<file path="config.mk">
export PLATFORM = sky130hd
export DESIGN_NAME = rv_exec_top
export DESIGN_NICKNAME = d
export VERILOG_FILES = /design/src/source/rv_isa_pkg.sv /design/src/source/rv_pipe_pkg.sv /design/src/source/rv_pipe_ifs.sv /design/src/source/instr_queue.sv /design/src/source/decoder.sv /design/src/source/reg_file.sv /design/src/source/execute_stage.sv /design/src/source/writeback_stage.sv /design/src/source/rv_exec_top.sv
export VERILOG_INCLUDE_DIRS = /design/src /design/src/source
export SDC_FILE = /design/constraint.sdc
export NUM_CORES = 2
export LEC_CHECK = 0
export BUFFER_PORTS_ARGS = -buffer_cell sky130_fd_sc_hd__buf_4
export CAP_MARGIN = 20
export CORE_MARGIN = 2
export CORE_UTILIZATION = 35
export CTS_CLUSTER_SIZE = 25
export DETAILED_ROUTE_END_ITERATION = 7
export GPL_TIMING_DRIVEN = 0
export PLACE_DENSITY = 0.57
export SLEW_MARGIN = 0
export SYNTH_ARGS = -nofsm -noshare
export SYNTH_HDL_FRONTEND = slang
export SYNTH_SLANG_ARGS = --single-unit
</file>
<file path="constraint.sdc">
create_clock -name CLK -period 8.85 [get_ports CLK]
set_input_delay 1.77 -clock CLK [delete_from_list [all_inputs] [get_ports CLK]]
set_output_delay 1.77 -clock CLK [all_outputs]
set_load 0.005 [all_outputs]
</file>
<file path="src/source/rv_exec_macros.svh">
/*
 * Execute subsystem sizing constants
 */
`ifndef RV_EXEC_MACROS_SVH
`define RV_EXEC_MACROS_SVH

// Instruction queue entries, also the fetch agent's credits after reset
`define INSTR_Q_DEPTH 4

// Most retire credits the core can hold at once
`define RET_CREDIT_MAX 4

// Architectural integer registers
`define REG_COUNT 32

`endif

</file>
<file path="src/source/rv_isa_pkg.sv">
/*
 * RV32I ISA-level types: words, register indexes, opcodes,
 * ALU operations and branch kinds
 */
package rv_isa_pkg;

    // Data and address word
    typedef logic [31:0] word_t;

    // Register index
    typedef logic [4:0] reg_idx_t;

    // Major opcodes handled by the subsystem
    typedef enum logic [6:0] {
        OPC_OP     = 7'b0110011,
        OPC_OP_IMM = 7'b0010011,
        OPC_LUI    = 7'b0110111,
        OPC_AUIPC  = 7'b0010111,
        OPC_JAL    = 7'b1101111,
        OPC_JALR   = 7'b1100111,
        OPC_BRANCH = 7'b1100011
    } opcode_t;

    // RV32I ALU operations
    typedef enum logic [3:0] {
        ALU_ADD, ALU_SUB, ALU_SLL, ALU_SLT, ALU_SLTU,
        ALU_XOR, ALU_SRL, ALU_SRA, ALU_OR, ALU_AND
    } alu_op_t;

    // Branch kinds, encoded as funct3
    typedef enum logic [2:0] {
        BR_BEQ  = 3'b000,
        BR_BNE  = 3'b001,
        BR_BLT  = 3'b100,
        BR_BGE  = 3'b101,
        BR_BLTU = 3'b110,
        BR_BGEU = 3'b111
    } branch_t;

endpackage

</file>
<file path="src/source/rv_pipe_pkg.sv">
/*
 * Pipeline-level types: decoder control bundle and
 * execute-to-writeback record
 */
package rv_pipe_pkg;

    // ALU operand A source
    typedef enum logic [1:0] {A_RS1, A_PC, A_ZERO} alu_a_sel_t;

    // ALU operand B source
    typedef enum logic {B_RS2, B_IMM} alu_b_sel_t;

    // Decoder output
    typedef struct packed {
        rv_isa_pkg::reg_idx_t rs1;
        rv_isa_pkg::reg_idx_t rs2;
        rv_isa_pkg::reg_idx_t rd;
        alu_a_sel_t           a_sel;
        alu_b_sel_t           b_sel;
        rv_isa_pkg::alu_op_t  alu_op;
        rv_isa_pkg::word_t    imm;
        logic                 wen;
        logic                 jump;
        logic                 jump_reg;
        logic                 branch;
        rv_isa_pkg::branch_t  br_kind;
        logic                 illegal;
    } ctrl_t;

    // Execute-to-writeback record
    typedef struct packed {
        logic                 valid;
        rv_isa_pkg::word_t    pc;
        rv_isa_pkg::reg_idx_t rd;
        logic                 wen;
        rv_isa_pkg::word_t    result;
        rv_isa_pkg::word_t    next_pc;
        logic                 illegal;
    } ex_wb_t;

endpackage

</file>
<file path="src/source/rv_pipe_ifs.sv">
/*
 * Internal links: queue head to execute, register file ports,
 * and execute-to-writeback record with its stall
 */
interface issue_if;
    import rv_isa_pkg::*;
    logic  valid;
    word_t pc;
    word_t instr;
    logic  pop;
    modport queue   (output valid, pc, instr, input pop);
    modport execute (input valid, pc, instr, output pop);
endinterface

interface reg_file_if;
    import rv_isa_pkg::*;
    reg_idx_t rs1, rs2, rd;
    word_t    rs1_data, rs2_data, wdata;
    logic     wen;
    modport rf        (input rs1, rs2, rd, wdata, wen, output rs1_data, rs2_data);
    modport execute   (output rs1, rs2, input rs1_data, rs2_data);
    modport writeback (output rd, wdata, wen);
endinterface

interface ex_wb_if;
    import rv_pipe_pkg::*;
    ex_wb_t rec;
    logic   stall;
    modport execute   (output rec, input stall);
    modport writeback (input rec, output stall);
endinterface

</file>
<file path="src/source/instr_queue.sv">
/*
 * Instruction queue on the receiving end of the input credit link,
 * returns one credit for each entry popped
 */
`include "rv_exec_macros.svh"

module instr_queue (
    input  logic              CLK,
    input  logic              nRST,
    input  logic              in_valid,
    input  rv_isa_pkg::word_t in_pc,
    input  rv_isa_pkg::word_t in_instr,
    output logic              in_credit,
    issue_if.queue            issue
);
    import rv_isa_pkg::*;

    localparam int DEPTH = `INSTR_Q_DEPTH;
    localparam int PTR_W = (DEPTH > 1) ? $clog2(DEPTH) : 1;
    localparam int CNT_W = $clog2(DEPTH + 1);

    word_t             pc_mem    [DEPTH];
    word_t             instr_mem [DEPTH];
    logic [PTR_W-1:0]  wr_ptr, rd_ptr;
    logic [CNT_W-1:0]  count;

    // Head entry
    assign issue.valid = (count != '0);
    assign issue.pc    = pc_mem[rd_ptr];
    assign issue.instr = instr_mem[rd_ptr];

    // Storage, space guaranteed by credits
    always_ff @(posedge CLK) begin
        if (in_valid) begin
            pc_mem[wr_ptr]    <= in_pc;
            instr_mem[wr_ptr] <= in_instr;
        end
    end

    always_ff @(posedge CLK, negedge nRST) begin
        if (!nRST) begin
            wr_ptr    <= '0;
            rd_ptr    <= '0;
            count     <= '0;
            in_credit <= 1'b0;
        end else begin
            // Credit back one cycle after each pop
            in_credit <= issue.pop;
            if (in_valid) begin
                wr_ptr <= (wr_ptr == PTR_W'(DEPTH - 1)) ? '0 : wr_ptr + 1'b1;
            end
            if (issue.pop) begin
                rd_ptr <= (rd_ptr == PTR_W'(DEPTH - 1)) ? '0 : rd_ptr + 1'b1;
            end
            // Occupancy
            case ({in_valid, issue.pop})
                2'b10:   count <= count + 1'b1;
                2'b01:   count <= count - 1'b1;
                default: count <= count;
            endcase
        end
    end

endmodule

</file>
<file path="src/source/decoder.sv">
/*
 * RV32I control unit, turns an instruction into the control bundle
 */
module decoder (
    input  rv_isa_pkg::word_t  instr,
    output rv_pipe_pkg::ctrl_t ctrl
);
    import rv_isa_pkg::*;
    import rv_pipe_pkg::*;

    // funct3 to ALU op, alt selects sub or sra
    function automatic alu_op_t alu_sel(input logic [2:0] f3, input logic alt);
        case (f3)
            3'b000:  alu_sel = alt ? ALU_SUB : ALU_ADD;
            3'b001:  alu_sel = ALU_SLL;
            3'b010:  alu_sel = ALU_SLT;
            3'b011:  alu_sel = ALU_SLTU;
            3'b100:  alu_sel = ALU_XOR;
            3'b101:  alu_sel = alt ? ALU_SRA : ALU_SRL;
            3'b110:  alu_sel = ALU_OR;
            default: alu_sel = ALU_AND;
        endcase
    endfunction

    opcode_t    opcode;
    logic [2:0] funct3;
    logic [6:0] funct7;
    word_t      imm_i, imm_b, imm_u, imm_j;

    assign opcode = opcode_t'(instr[6:0]);
    assign funct3 = instr[14:12];
    assign funct7 = instr[31:25];

    // Sign-extended immediates
    assign imm_i = {{20{instr[31]}}, instr[31:20]};
    assign imm_b = {{19{instr[31]}}, instr[31], instr[7], instr[30:25], instr[11:8], 1'b0};
    assign imm_u = {instr[31:12], 12'b0};
    assign imm_j = {{11{instr[31]}}, instr[31], instr[19:12], instr[20], instr[30:21], 1'b0};

    always_comb begin
        ctrl         = '0;
        ctrl.rs1     = instr[19:15];
        ctrl.rs2     = instr[24:20];
        ctrl.rd      = instr[11:7];
        ctrl.a_sel   = A_ZERO;
        ctrl.b_sel   = B_IMM;
        ctrl.alu_op  = ALU_ADD;
        ctrl.br_kind = BR_BEQ;
        case (opcode)
            OPC_OP: begin
                ctrl.a_sel  = A_RS1;
                ctrl.b_sel  = B_RS2;
                ctrl.wen    = 1'b1;
                ctrl.alu_op = alu_sel(funct3, funct7[5]);
                // Only sub and sra take the alternate funct7
                if (funct7 == 7'b0100000) begin
                    ctrl.illegal = !(funct3 == 3'b000 || funct3 == 3'b101);
                end else if (funct7 != 7'b0) begin
                    ctrl.illegal = 1'b1;
                end
            end
            OPC_OP_IMM: begin
                ctrl.a_sel  = A_RS1;
                ctrl.imm    = imm_i;
                ctrl.wen    = 1'b1;
                ctrl.alu_op = alu_sel(funct3, funct3 == 3'b101 && funct7[5]);
                // Shift immediates restrict funct7
                if (funct3 == 3'b001) begin
                    ctrl.illegal = (funct7 != 7'b0);
                end else if (funct3 == 3'b101) begin
                    ctrl.illegal = (funct7 != 7'b0) && (funct7 != 7'b0100000);
                end
            end
            OPC_LUI: begin
                ctrl.imm = imm_u;
                ctrl.wen = 1'b1;
            end
            OPC_AUIPC: begin
                ctrl.a_sel = A_PC;
                ctrl.imm   = imm_u;
                ctrl.wen   = 1'b1;
            end
            OPC_JAL: begin
                ctrl.imm  = imm_j;
                ctrl.wen  = 1'b1;
                ctrl.jump = 1'b1;
            end
            OPC_JALR: begin
                ctrl.imm      = imm_i;
                ctrl.wen      = 1'b1;
                ctrl.jump_reg = 1'b1;
                ctrl.illegal  = (funct3 != 3'b000);
            end
            OPC_BRANCH: begin
                ctrl.imm     = imm_b;
                ctrl.branch  = 1'b1;
                ctrl.br_kind = branch_t'(funct3);
                ctrl.illegal = (funct3 == 3'b010) || (funct3 == 3'b011);
            end
            default: ctrl.illegal = 1'b1;
        endcase
        // Illegal ops retire as a zero result falling through to pc + 4
        if (ctrl.illegal) begin
            ctrl.a_sel    = A_ZERO;
            ctrl.b_sel    = B_IMM;
            ctrl.imm      = '0;
            ctrl.alu_op   = ALU_ADD;
            ctrl.wen      = 1'b0;
            ctrl.jump     = 1'b0;
            ctrl.jump_reg = 1'b0;
            ctrl.branch   = 1'b0;
        end
        // x0 is never written
        if (ctrl.rd == '0) begin
            ctrl.wen = 1'b0;
        end
    end

endmodule

</file>
<file path="src/source/reg_file.sv">
/*
 * Integer register file, two combinational reads and one write,
 * x0 reads as zero
 */
`include "rv_exec_macros.svh"

module reg_file (
    input  logic   CLK,
    input  logic   nRST,
    reg_file_if.rf rf
);
    import rv_isa_pkg::*;

    word_t regs [`REG_COUNT];

    // Reads, x0 stays zero because it is never written
    assign rf.rs1_data = regs[rf.rs1];
    assign rf.rs2_data = regs[rf.rs2];

    always_ff @(posedge CLK, negedge nRST) begin
        if (!nRST) begin
            for (int i = 0; i < `REG_COUNT; i++) begin
                regs[i] <= '0;
            end
        end else if (rf.wen && rf.rd != '0) begin
            regs[rf.rd] <= rf.wdata;
        end
    end

endmodule

</file>
<file path="src/source/execute_stage.sv">
/*
 * Execute stage: forwarding, operand select, ALU, jump and branch
 * resolution, and the execute-to-writeback register
 */
module execute_stage (
    input  logic               CLK,
    input  logic               nRST,
    issue_if.execute           issue,
    input  rv_pipe_pkg::ctrl_t ctrl,
    output rv_isa_pkg::word_t  instr,
    reg_file_if.execute        rf,
    ex_wb_if.execute           ex_wb
);
    import rv_isa_pkg::*;
    import rv_pipe_pkg::*;

    logic  fwd_rs1, fwd_rs2;
    word_t rs1_val, rs2_val;
    word_t op_a, op_b, alu_out;
    word_t pc4, result, next_pc;
    logic  taken;

    // Head instruction to the decoder
    assign instr = issue.instr;

    // Register indexes to the register file
    assign rf.rs1 = ctrl.rs1;
    assign rf.rs2 = ctrl.rs2;

    // Forward the retiring record's result
    assign fwd_rs1 = ex_wb.rec.valid && ex_wb.rec.wen && (ex_wb.rec.rd != '0)
                     && (ex_wb.rec.rd == ctrl.rs1);
    assign fwd_rs2 = ex_wb.rec.valid && ex_wb.rec.wen && (ex_wb.rec.rd != '0)
                     && (ex_wb.rec.rd == ctrl.rs2);
    assign rs1_val = fwd_rs1 ? ex_wb.rec.result : rf.rs1_data;
    assign rs2_val = fwd_rs2 ? ex_wb.rec.result : rf.rs2_data;

    // Operand A
    always_comb begin
        case (ctrl.a_sel)
            A_RS1:   op_a = rs1_val;
            A_PC:    op_a = issue.pc;
            default: op_a = '0;
        endcase
    end

    // Operand B
    assign op_b = (ctrl.b_sel == B_RS2) ? rs2_val : ctrl.imm;

    // ALU
    always_comb begin
        case (ctrl.alu_op)
            ALU_SUB:  alu_out = op_a - op_b;
            ALU_SLL:  alu_out = op_a << op_b[4:0];
            ALU_SLT:  alu_out = {31'b0, $signed(op_a) < $signed(op_b)};
            ALU_SLTU: alu_out = {31'b0, op_a < op_b};
            ALU_XOR:  alu_out = op_a ^ op_b;
            ALU_SRL:  alu_out = op_a >> op_b[4:0];
            ALU_SRA:  alu_out = $signed(op_a) >>> op_b[4:0];
            ALU_OR:   alu_out = op_a | op_b;
            ALU_AND:  alu_out = op_a & op_b;
            default:  alu_out = op_a + op_b;
        endcase
    end

    // Branch condition on forwarded operands
    always_comb begin
        case (ctrl.br_kind)
            BR_BEQ:  taken = (rs1_val == rs2_val);
            BR_BNE:  taken = (rs1_val != rs2_val);
            BR_BLT:  taken = ($signed(rs1_val) < $signed(rs2_val));
            BR_BGE:  taken = ($signed(rs1_val) >= $signed(rs2_val));
            BR_BLTU: taken = (rs1_val < rs2_val);
            BR_BGEU: taken = (rs1_val >= rs2_val);
            default: taken = 1'b0;
        endcase
    end

    // Next pc and link value
    assign pc4 = issue.pc + 32'd4;
    always_comb begin
        if (ctrl.jump_reg) begin
            next_pc = (rs1_val + ctrl.imm) & ~32'd1;
        end else if (ctrl.jump || (ctrl.branch && taken)) begin
            next_pc = issue.pc + ctrl.imm;
        end else begin
            next_pc = pc4;
        end
    end
    assign result = (ctrl.jump || ctrl.jump_reg) ? pc4 : alu_out;

    // Pop and capture together
    assign issue.pop = issue.valid && !ex_wb.stall;

    always_ff @(posedge CLK, negedge nRST) begin
        if (!nRST) begin
            ex_wb.rec <= '0;
        end else if (!ex_wb.stall) begin
            // Empty queue loads a bubble
            ex_wb.rec.valid   <= issue.valid;
            ex_wb.rec.wen     <= issue.valid && ctrl.wen;
            ex_wb.rec.illegal <= issue.valid && ctrl.illegal;
            ex_wb.rec.pc      <= issue.pc;
            ex_wb.rec.rd      <= ctrl.rd;
            ex_wb.rec.result  <= result;
            ex_wb.rec.next_pc <= next_pc;
        end
    end

endmodule

</file>
<file path="src/source/writeback_stage.sv">
/*
 * Writeback stage: retires the record against output credit,
 * writes the register file and raises stall when out of credit
 */
`include "rv_exec_macros.svh"

module writeback_stage (
    input  logic                 CLK,
    input  logic                 nRST,
    ex_wb_if.writeback           ex_wb,
    reg_file_if.writeback        rf,
    input  logic                 ret_credit,
    output logic                 ret_valid,
    output rv_isa_pkg::word_t    ret_pc,
    output rv_isa_pkg::word_t    ret_data,
    output rv_isa_pkg::word_t    ret_next_pc,
    output rv_isa_pkg::reg_idx_t ret_rd,
    output logic                 ret_wen,
    output logic                 ret_illegal
);
    import rv_isa_pkg::*;

    localparam int CRED_MAX = `RET_CREDIT_MAX;
    localparam int CRED_W   = $clog2(CRED_MAX + 1);

    logic [CRED_W-1:0] credit;
    logic              retire;

    // Retire while credit is available
    assign retire      = ex_wb.rec.valid && (credit != '0);
    assign ex_wb.stall = ex_wb.rec.valid && (credit == '0);

    // Retire report
    assign ret_valid   = retire;
    assign ret_pc      = ex_wb.rec.pc;
    assign ret_data    = ex_wb.rec.result;
    assign ret_next_pc = ex_wb.rec.next_pc;
    assign ret_rd      = ex_wb.rec.rd;
    assign ret_wen     = ex_wb.rec.wen;
    assign ret_illegal = ex_wb.rec.illegal;

    // Register write lands at the retiring edge
    assign rf.wen   = retire && ex_wb.rec.wen;
    assign rf.rd    = ex_wb.rec.rd;
    assign rf.wdata = ex_wb.rec.result;

    // Output credit, saturating at the limit
    always_ff @(posedge CLK, negedge nRST) begin
        if (!nRST) begin
            credit <= '0;
        end else begin
            case ({ret_credit, retire})
                2'b10: begin
                    if (credit != CRED_W'(CRED_MAX)) begin
                        credit <= credit + 1'b1;
                    end
                end
                2'b01:   credit <= credit - 1'b1;
                default: credit <= credit;
            endcase
        end
    end

endmodule

</file>
<file path="src/source/rv_exec_top.sv">
/*
 * RV32I two-stage execute subsystem with credit links on
 * the instruction input and the retire output
 */
module rv_exec_top (
    input  logic                 CLK,
    input  logic                 nRST,
    input  logic                 in_valid,
    input  rv_isa_pkg::word_t    in_pc,
    input  rv_isa_pkg::word_t    in_instr,
    output logic                 in_credit,
    input  logic                 ret_credit,
    output logic                 ret_valid,
    output rv_isa_pkg::word_t    ret_pc,
    output rv_isa_pkg::reg_idx_t ret_rd,
    output logic                 ret_wen,
    output rv_isa_pkg::word_t    ret_data,
    output rv_isa_pkg::word_t    ret_next_pc,
    output logic                 ret_illegal
);
    import rv_isa_pkg::*;
    import rv_pipe_pkg::*;

    issue_if    issue ();
    reg_file_if rf ();
    ex_wb_if    ex_wb ();

    word_t instr;
    ctrl_t ctrl;

    instr_queue u_instr_queue (
        .CLK,
        .nRST,
        .in_valid,
        .in_pc,
        .in_instr,
        .in_credit,
        .issue (issue.queue)
    );

    decoder u_decoder (
        .instr,
        .ctrl
    );

    reg_file u_reg_file (
        .CLK,
        .nRST,
        .rf (rf.rf)
    );

    execute_stage u_execute_stage (
        .CLK,
        .nRST,
        .issue (issue.execute),
        .ctrl,
        .instr,
        .rf    (rf.execute),
        .ex_wb (ex_wb.execute)
    );

    writeback_stage u_writeback_stage (
        .CLK,
        .nRST,
        .ex_wb (ex_wb.writeback),
        .rf    (rf.writeback),
        .ret_credit,
        .ret_valid,
        .ret_pc,
        .ret_data,
        .ret_next_pc,
        .ret_rd,
        .ret_wen,
        .ret_illegal
    );

endmodule

</file>
* Yosys cells after proc, flatten, opt, wreduce, memory -nomap -nowiden
Memory sizes are Yosys's and may differ from the RTL's.
Cells that the tools add are included.
W data, S select, Z words.
** Storage, ports and cells
- Bits in registers :: 1139
- RAM bits :: 256
- Input bits :: 68
- Output and inout bits :: 105
- Logic and storage cells :: 203
- Memories :: 2
** Cells by class
- Add/subtract/negate cells :: 11
- Order comparisons :: 10
- Equal/unequal tests :: 42
- Shift-type cells :: 3
- Muxes and demuxes :: 46
- Bitwise logic cells :: 6
- Reduce and logical (&&, ||, !) cells :: 39
** Memory list
- u_instr_queue.instr_mem :: words 4, width 32, read ports 1, clocked after Yosys merged registers in 0, wr ports 1, RTL line instr_queue.sv:23 : word_t instr_mem [DEPTH];
- u_instr_queue.pc_mem :: words 4, width 32, read ports 1, clocked after Yosys merged registers in 0, wr ports 1, RTL line instr_queue.sv:22 : word_t pc_mem [DEPTH];
** Operators by type and width (count)
- $bwmux W1024 :: 1
- $mux W32 :: 11
- $bmux W32 S5 :: 2
- $pmux W32 S9 :: 1
- $demux W32 S5 :: 1
- $lt A32 B32 Y1 :: 4
- $pmux W32 S4 :: 1
- $add A32 B32 Y32 :: 3
- $ge A32 B32 Y1 :: 2
- $pmux W32 S2 :: 1
- $pmux W4 S7 :: 2
- $mux W43 :: 1
- $add A32 B3 Y32 const B :: 1
- $and A32 B32 Y32 :: 1
- $eq A32 B32 Y1 :: 1
- $ne A32 B32 Y1 :: 1
- $or A32 B32 Y32 :: 1
- $shl A32 B5 Y32 :: 1
- $shr A32 B5 Y32 :: 1
- $sshr A32 B5 Y32 :: 1
- $sub A32 B32 Y32 :: 1
- $xor A32 B32 Y32 :: 1
- $eq A3 B3 Y1 const B :: 7
- $eq A7 B6 Y1 const B :: 3
- other kinds (43) :: 107

* Depth between registers and ports, before layout
An unclocked memory read counts as a cell.
- Word-level depth :: 12
- Mapped depth :: 32
- Mapped depth without buffers :: 25

* Modules after synthesis
Synthesis repeated with hierarchy kept, for this count alone.
** Unflattened totals
- Cells, all modules :: 8009
- Area, all modules :: 88072.0 um2
** Modules (own cells, without submodules)
- reg_file :: instances 1, cells each 4601, area an instance 55522.0 um2, sequential area each 25624.6 um2
- execute_stage :: instances 1, cells each 2690, area an instance 20308.2 um2, sequential area each 2602.5 um2
- instr_queue :: instances 1, cells each 373, area an instance 9668.0 um2, sequential area each 7887.6 um2
- writeback_stage :: instances 1, cells each 173, area an instance 1317.5 um2, sequential area each 75.1 um2
- decoder :: instances 1, cells each 172, area an instance 1256.2 um2, sequential area each 0.0 um2

* Least setup slack after synthesis
OpenSTA, ideal clock, no wires.
- Path kind :: reg-to-reg
- From :: reg u_instr_queue.rd_ptr[0]
- To :: reg, netlist name u_execute_stage.ex_wb.rec[8]
- Setup time :: 0.083 ns
- Arrival :: 7.101 ns
- Data required time :: 8.767 ns
- Slack :: 1.667 ns
- Stages on the path, launching flop included :: 30
- Buffers on the path :: 8
- Period minus slack after synthesis :: 7.183 ns
- Cells stage by stage :: dfrtp_1 > buf_6 > mux4_2 > buf_2 > buf_6 > buf_2 > buf_2 > buf_1 > buf_1 > mux4_2 > mux2i_1 > a21oi_1 > a21oi_1 > o21ai_0 > inv_1 > ha_1 > a21o_1 > a21o_1 > a21oi_1 > o21ai_0 > a2111oi_0 > a31oi_1 > mux2i_1 > a21oi_1 > o31ai_1 > clkbuf_1 > o311ai_0 > o211ai_1 > o21ai_0 > o21ai_0
** On the way
- Cells in the longest elaborated chain, start to end :: 12
- Elaborated cells on any way between the ends :: 69
- Those cells by class :: 3 x add/sub; 4 x order compare; 22 x eq/ne; 21 x mux; 2 x bitwise; 15 x reduce/logical; 2 x memory
** Ends and longest elaborated chain
- start: declaration :: RTL line instr_queue.sv:24 : logic [PTR_W-1:0] wr_ptr, rd_ptr;
- start signal: assignment :: RTL line instr_queue.sv:53 : rd_ptr <= (rd_ptr == PTR_W'(DEPTH - 1)) ? '0 : rd_ptr + 1'b1;
- $mem_v2 Z4 W32
- $not A5 Y6, on equally long branches :: RTL line reg_file.sv:17, reg_file.sv:18
- $bmux W32 S5, on equally long branches :: RTL line reg_file.sv:17, reg_file.sv:18
- $mux W32, on equally long branches (2 in a row) :: RTL line reg_file.sv:17, reg_file.sv:18
- $mux W32, on equally long branches :: RTL line execute_stage.sv:35, execute_stage.sv:36
- $ge A32 B32 Y1, or another cell as far along :: RTL line execute_stage.sv:74 : BR_BGEU: taken = (rs1_val >= rs2_val);
- $pmux W1 S6 :: RTL line execute_stage.sv:68 : case (ctrl.br_kind)
- $logic_and A1 B1 Y1 :: RTL line execute_stage.sv:84 : end else if (ctrl.jump || (ctrl.branch && taken)) begin
- $logic_or A1 B1 Y1 :: RTL line execute_stage.sv:84
- $mux W32 :: RTL line execute_stage.sv:84
- $mux W32 * :: RTL line execute_stage.sv:82 : if (ctrl.jump_reg) begin
Mark *: on every way between the ends. The rest lies on a longest branch, timed or not. The select of a mux whose other input is x is not followed.
A chain may end at the register's enable or synchronous reset.

* Worst setup path after layout
- From :: reg u_instr_queue.rd_ptr[0]
- To :: reg, netlist name u_execute_stage.ex_wb.rec[33]
** On the way
- Cells in the longest elaborated chain, start to end :: 12
- Elaborated cells on any way between the ends :: 88
- Those cells by class :: 3 x add/sub; 2 x order compare; 27 x eq/ne; 3 x shift; 30 x mux; 5 x bitwise; 16 x reduce/logical; 2 x memory
** Ends and longest elaborated chain
- $mem_v2 Z4 W32
- $ne A7 B6 Y1, or another cell as far along :: RTL line decoder.sv:71 : ctrl.illegal = (funct7 != 7'b0) && (funct7 != 7'b0100000);
- $logic_and A1 B1 Y1 or $logic_or A1 B1 Y1 (tied branches) :: RTL line decoder.sv:71, decoder.sv:57
- $mux W1 or $logic_not A1 Y1 (tied branches) :: RTL line decoder.sv:70, decoder.sv:57
- $mux W1, on equally long branches :: RTL line decoder.sv:68, decoder.sv:56
- $pmux W1 S5 :: RTL line decoder.sv:49 : case (opcode)
- $mux W43 :: RTL line decoder.sv:103 : if (ctrl.illegal) begin
- $eq A2 B1 Y1 or $logic_not A2 Y1 (tied branches) :: RTL line execute_stage.sv:40 : case (ctrl.a_sel)
- $pmux W32 S2 :: RTL line execute_stage.sv:40
- $add A32 B32 Y32, or another cell as far along :: RTL line execute_stage.sv:62 : default: alu_out = op_a + op_b;
- $pmux W32 S9 :: RTL line execute_stage.sv:52 : case (ctrl.alu_op)
- $mux W32 * :: RTL line execute_stage.sv:90 : assign result = (ctrl.jump || ctrl.jump_reg) ? pc4 : alu_out;
Marks and branches as above.

==> out/qor.txt <==
Cell Pwr Density: 307 mW/mm²
Starting Density: 35.3%
Worst Setup SP: u_instr_queue.rd_ptr[0]
Initial antenna violation count: 29
Failing checks: setup timing
Num ports: 173
Unrepaired setup endpoints after global routing: yes
Sw Share: 47.3%
FF+latch count, synth: 1395
Post-Synthesis Net Count: 7385
Rel. slew slack: 6.45%
CTS Buffer Depth: 3
Register area share after synthesis: 42.6%
Synth Flop Type: dfrtp_1
Type of origin of the critical path: flip-flop
RR Startpoint: u_instr_queue.rd_ptr[0]
Comb power frac: 53.0%
Min Tclk post-route: 8970 ps
DR WL/cell: 37.4 µm
# DRC: 0
Clock transition at the registers of the reported paths: 60 ps
Grt ovf: 0
Max Slew Vio Count: 0
CP Capture Point: u_execute_stage.ex_wb.rec[33]
H-tree Lvls: 4
Status: finished with violations
Port bufs: 171
Share of the synthesized area in the top cell type: 33.5%
Tcrit/Tclk final: 101%
Detail Route Antenna Nets: 0
Area after DPL: 0.0922 mm²
Post-DP HPWL: 307 mm
Int Power: 15900 µW
Die Width: 497 µm
Nets: 7833
CTS Hold Buffers Added: 0
Post-Place Cells: 10600
R2R Setup Slk: -120 ps
Hold_ws: 467 ps
First-pass GRT wire length: 554 mm
Post-Syn Area: 0.0850 mm²
NetSw: 14300 µW
Sequential power share: 24.2%
Yosys Warn Count: 0
Die area: 0.247 mm²
Top post-synthesis cells by area: dfrtp_1 34%, mux2_2 14%, mux4_2 11%, edfxtp_1 9.0%, mux2i_1 6.4%
Worst slew pin tran: 1400 ps
Top-count cell post-synth: dfrtp_1
EDFF count, synth: 256
Worst-Skew Late Latency: 880 ps
Endpoint class of the critical path: flip-flop
Largest net degree at the start of global routing: 184
Final Skew: 68.4 ps
Netlist cell types: 102
P_leak: 0.0432 µW
Area growth syn-to-layout: 15.6%
Max-cap violation count: 0
Clk root buf: clkbuf_16
Crit-path max cell delay: 1080 ps
R2R depth: 26
Total core area: 0.241 mm²
Worst path required time: 9510 ps
Total power: 30200 µW
Post-synth ARST share: 81.6%
Clock sinks: 1395
Worst R2R End: u_execute_stage.ex_wb.rec[33]
FP Rows: 180
Final setup viols: 2
Final worst setup slack: -117 ps
Fmax: 112 MHz
Peak supply drop: 0.000240 V
Chip Height: 497 µm
WS Path Type: flip-flop to flip-flop
Final hold violation count: 0
Total Wirelength: 407 mm
Post-Layout Cell Count: 10900
Post-route cell area: 0.0983 mm²
Top delay family on crit path: compound AO/OA/AOI/OAI gates
Cells after synthesis: 7114
Critical path peak fanout: 10
Vias in the first global route: 67900
Number of vias per cell: 6.36
WP buf/inv: 5
Initial DRT Pass Iterations: 5
Clk pwr share: 22.8%
Drt initial violations: 9696
FILL cells: 22900
Critical Path AT: 9630 ps
Inserted Clock Buffers: 160
Dominant cell type by area after synthesis: dfrtp_1
Placer Congestion: 1.00
Layout cell share with drive strength beyond 1: 31.8%
Worst path depth: 26
Synth top cells by count: 1139 x dfrtp_1, 1020 x mux2_2, 544 x mux2i_1
Worst Hold Class: flip-flop to flip-flop
Slowest CP cell: clkbuf_1
Tot GR Track Use: 32.3%
Vias: 69200
CTS tree: yes
Mapped Avg Cell Area: 11.9 µm²
==> repair_timing <==
item | 4_1_cts | 5_1_grt
gates resized for setup | 170 | 56
pin swaps | 2 | 4
setup endpoints to repair | 60 | 17
buffers inserted | 3 | 2
==> kinds of logic (layout without fill, tap and decap cells) <==
logic type,after synthesis,after routing,synth area share [%]
buffers and inverters,882,1462,4.95
AO/OA/AOI/OAI,1256,1256,9.85
XOR/XNOR,128,128,1.32
multiplexers,1996,1996,31.4
AND/OR/NAND/NOR,1254,1254,6.89
adder cells (fa/ha/maj),203,203,3.04
flip-flops,1395,1395,42.6
other,0,8,0
==> power by group through the flow <==
stage / Clock [µW] / Combinational (µW) / Sequential [µW]
floorplan: 0 / 7930 / 7270
global placement: 0 / 14600 / 7450
detailed placement: 0 / 15100 / 7430
CTS: 6930 / 15300 / 7310
global route: 7190 / 16200 / 7340
finish: 6880 / 16000 / 7310
==> cell type report <==
class,instances,area [µm²],area share [%]
flip-flops and latches,1395,36200,36.8
clock inverters,64,718,0.731
diodes,8,20.0,0.0204
repair buffers,296,3270,3.33
clock buffers,230,4630,4.72
well taps,3185,3990,4.06
multi-input cells,4837,45000,45.8
inverters,165,623,0.634
plain buffers,707,3800,3.87
==> worst min-delay path, stage by stage (launching register included) <==
cell	delay [ps]
dfrtp_1	340
nand2_1	50
nand2_1	50
==> worst min path at each step <==
stage                                        start                              to  slack (ps)  cells after the start
floorplan           u_execute_stage.ex_wb.rec[100]  u_execute_stage.ex_wb.rec[100]         440                      2
global placement             u_reg_file.regs[1023]           u_reg_file.regs[1023]         450                      1
detailed placement   u_execute_stage.ex_wb.rec[82]   u_execute_stage.ex_wb.rec[82]         460                      2
CTS                  u_execute_stage.ex_wb.rec[82]   u_execute_stage.ex_wb.rec[82]         470                      2
global route                  u_reg_file.regs[996]            u_reg_file.regs[996]         490                      1
finish               u_execute_stage.ex_wb.rec[82]   u_execute_stage.ex_wb.rec[82]         470                      2
==> flip-flops by register name, summed over array words and instances (netlist names) <==
| register | flops |
|---|---|
| u_instr_queue.pc_mem | 128 |
| u_reg_file.regs | 1024 |
| u_instr_queue.count | 3 |
| u_writeback_stage.credit | 3 |
| u_instr_queue.instr_mem | 128 |
| u_execute_stage.ex_wb.rec | 104 |
| u_instr_queue.in_credit | 1 |
| u_instr_queue.wr_ptr | 2 |
| u_instr_queue.rd_ptr | 2 |
==> cell usage in the layout (no fill, tap or decap), types with 43 or more instances in the layout <==
master	instances
a211oi_1	94
a21o_1	67
a21oi_1	299
a22oi_1	137
buf_1	55
buf_2	63
buf_4	334
buf_6	44
buf_8	80
clkbuf_1	373
clkbuf_16	165
clkbuf_2	48
dfrtp_1	1138
edfxtp_1	256
ha_1	196
inv_1	161
mux2_2	1020
mux2i_1	543
mux4_2	428
nand2_1	436
nand3_1	113
nand4_1	43
nor2_1	296
nor2b_1	85
nor3_1	80
o21ai_0	225
xnor2_1	88
==> layer usage <==
| metal | up-vias | GRT usage (%) | wire (µm) |
|---|---|---|---|
| met4 | 36 | 18.5 | 27200 |
| li1 | 27500 | - | - |
| met1 | 36100 | 43.0 | 163000 |
| met3 | 1105 | 9.67 | 45700 |
| met2 | 4515 | 46.7 | 172000 |
| met5 | - | 0 | 234 |
==> stage by stage <==
step | TNS, ps | setup slack [ps] | utilization [%]
floorplan | 0 | 1670 | -
global placement | -9356830 | -8190 | 37.5
detailed placement | -136980 | -3250 | 38.2
CTS | 0 | 10.1 | 40.7
global route | -27.1 | -27.1 | 40.8
finish | -193 | -117 | 40.8
Note: power is estimated with default switching activity, not from simulation.
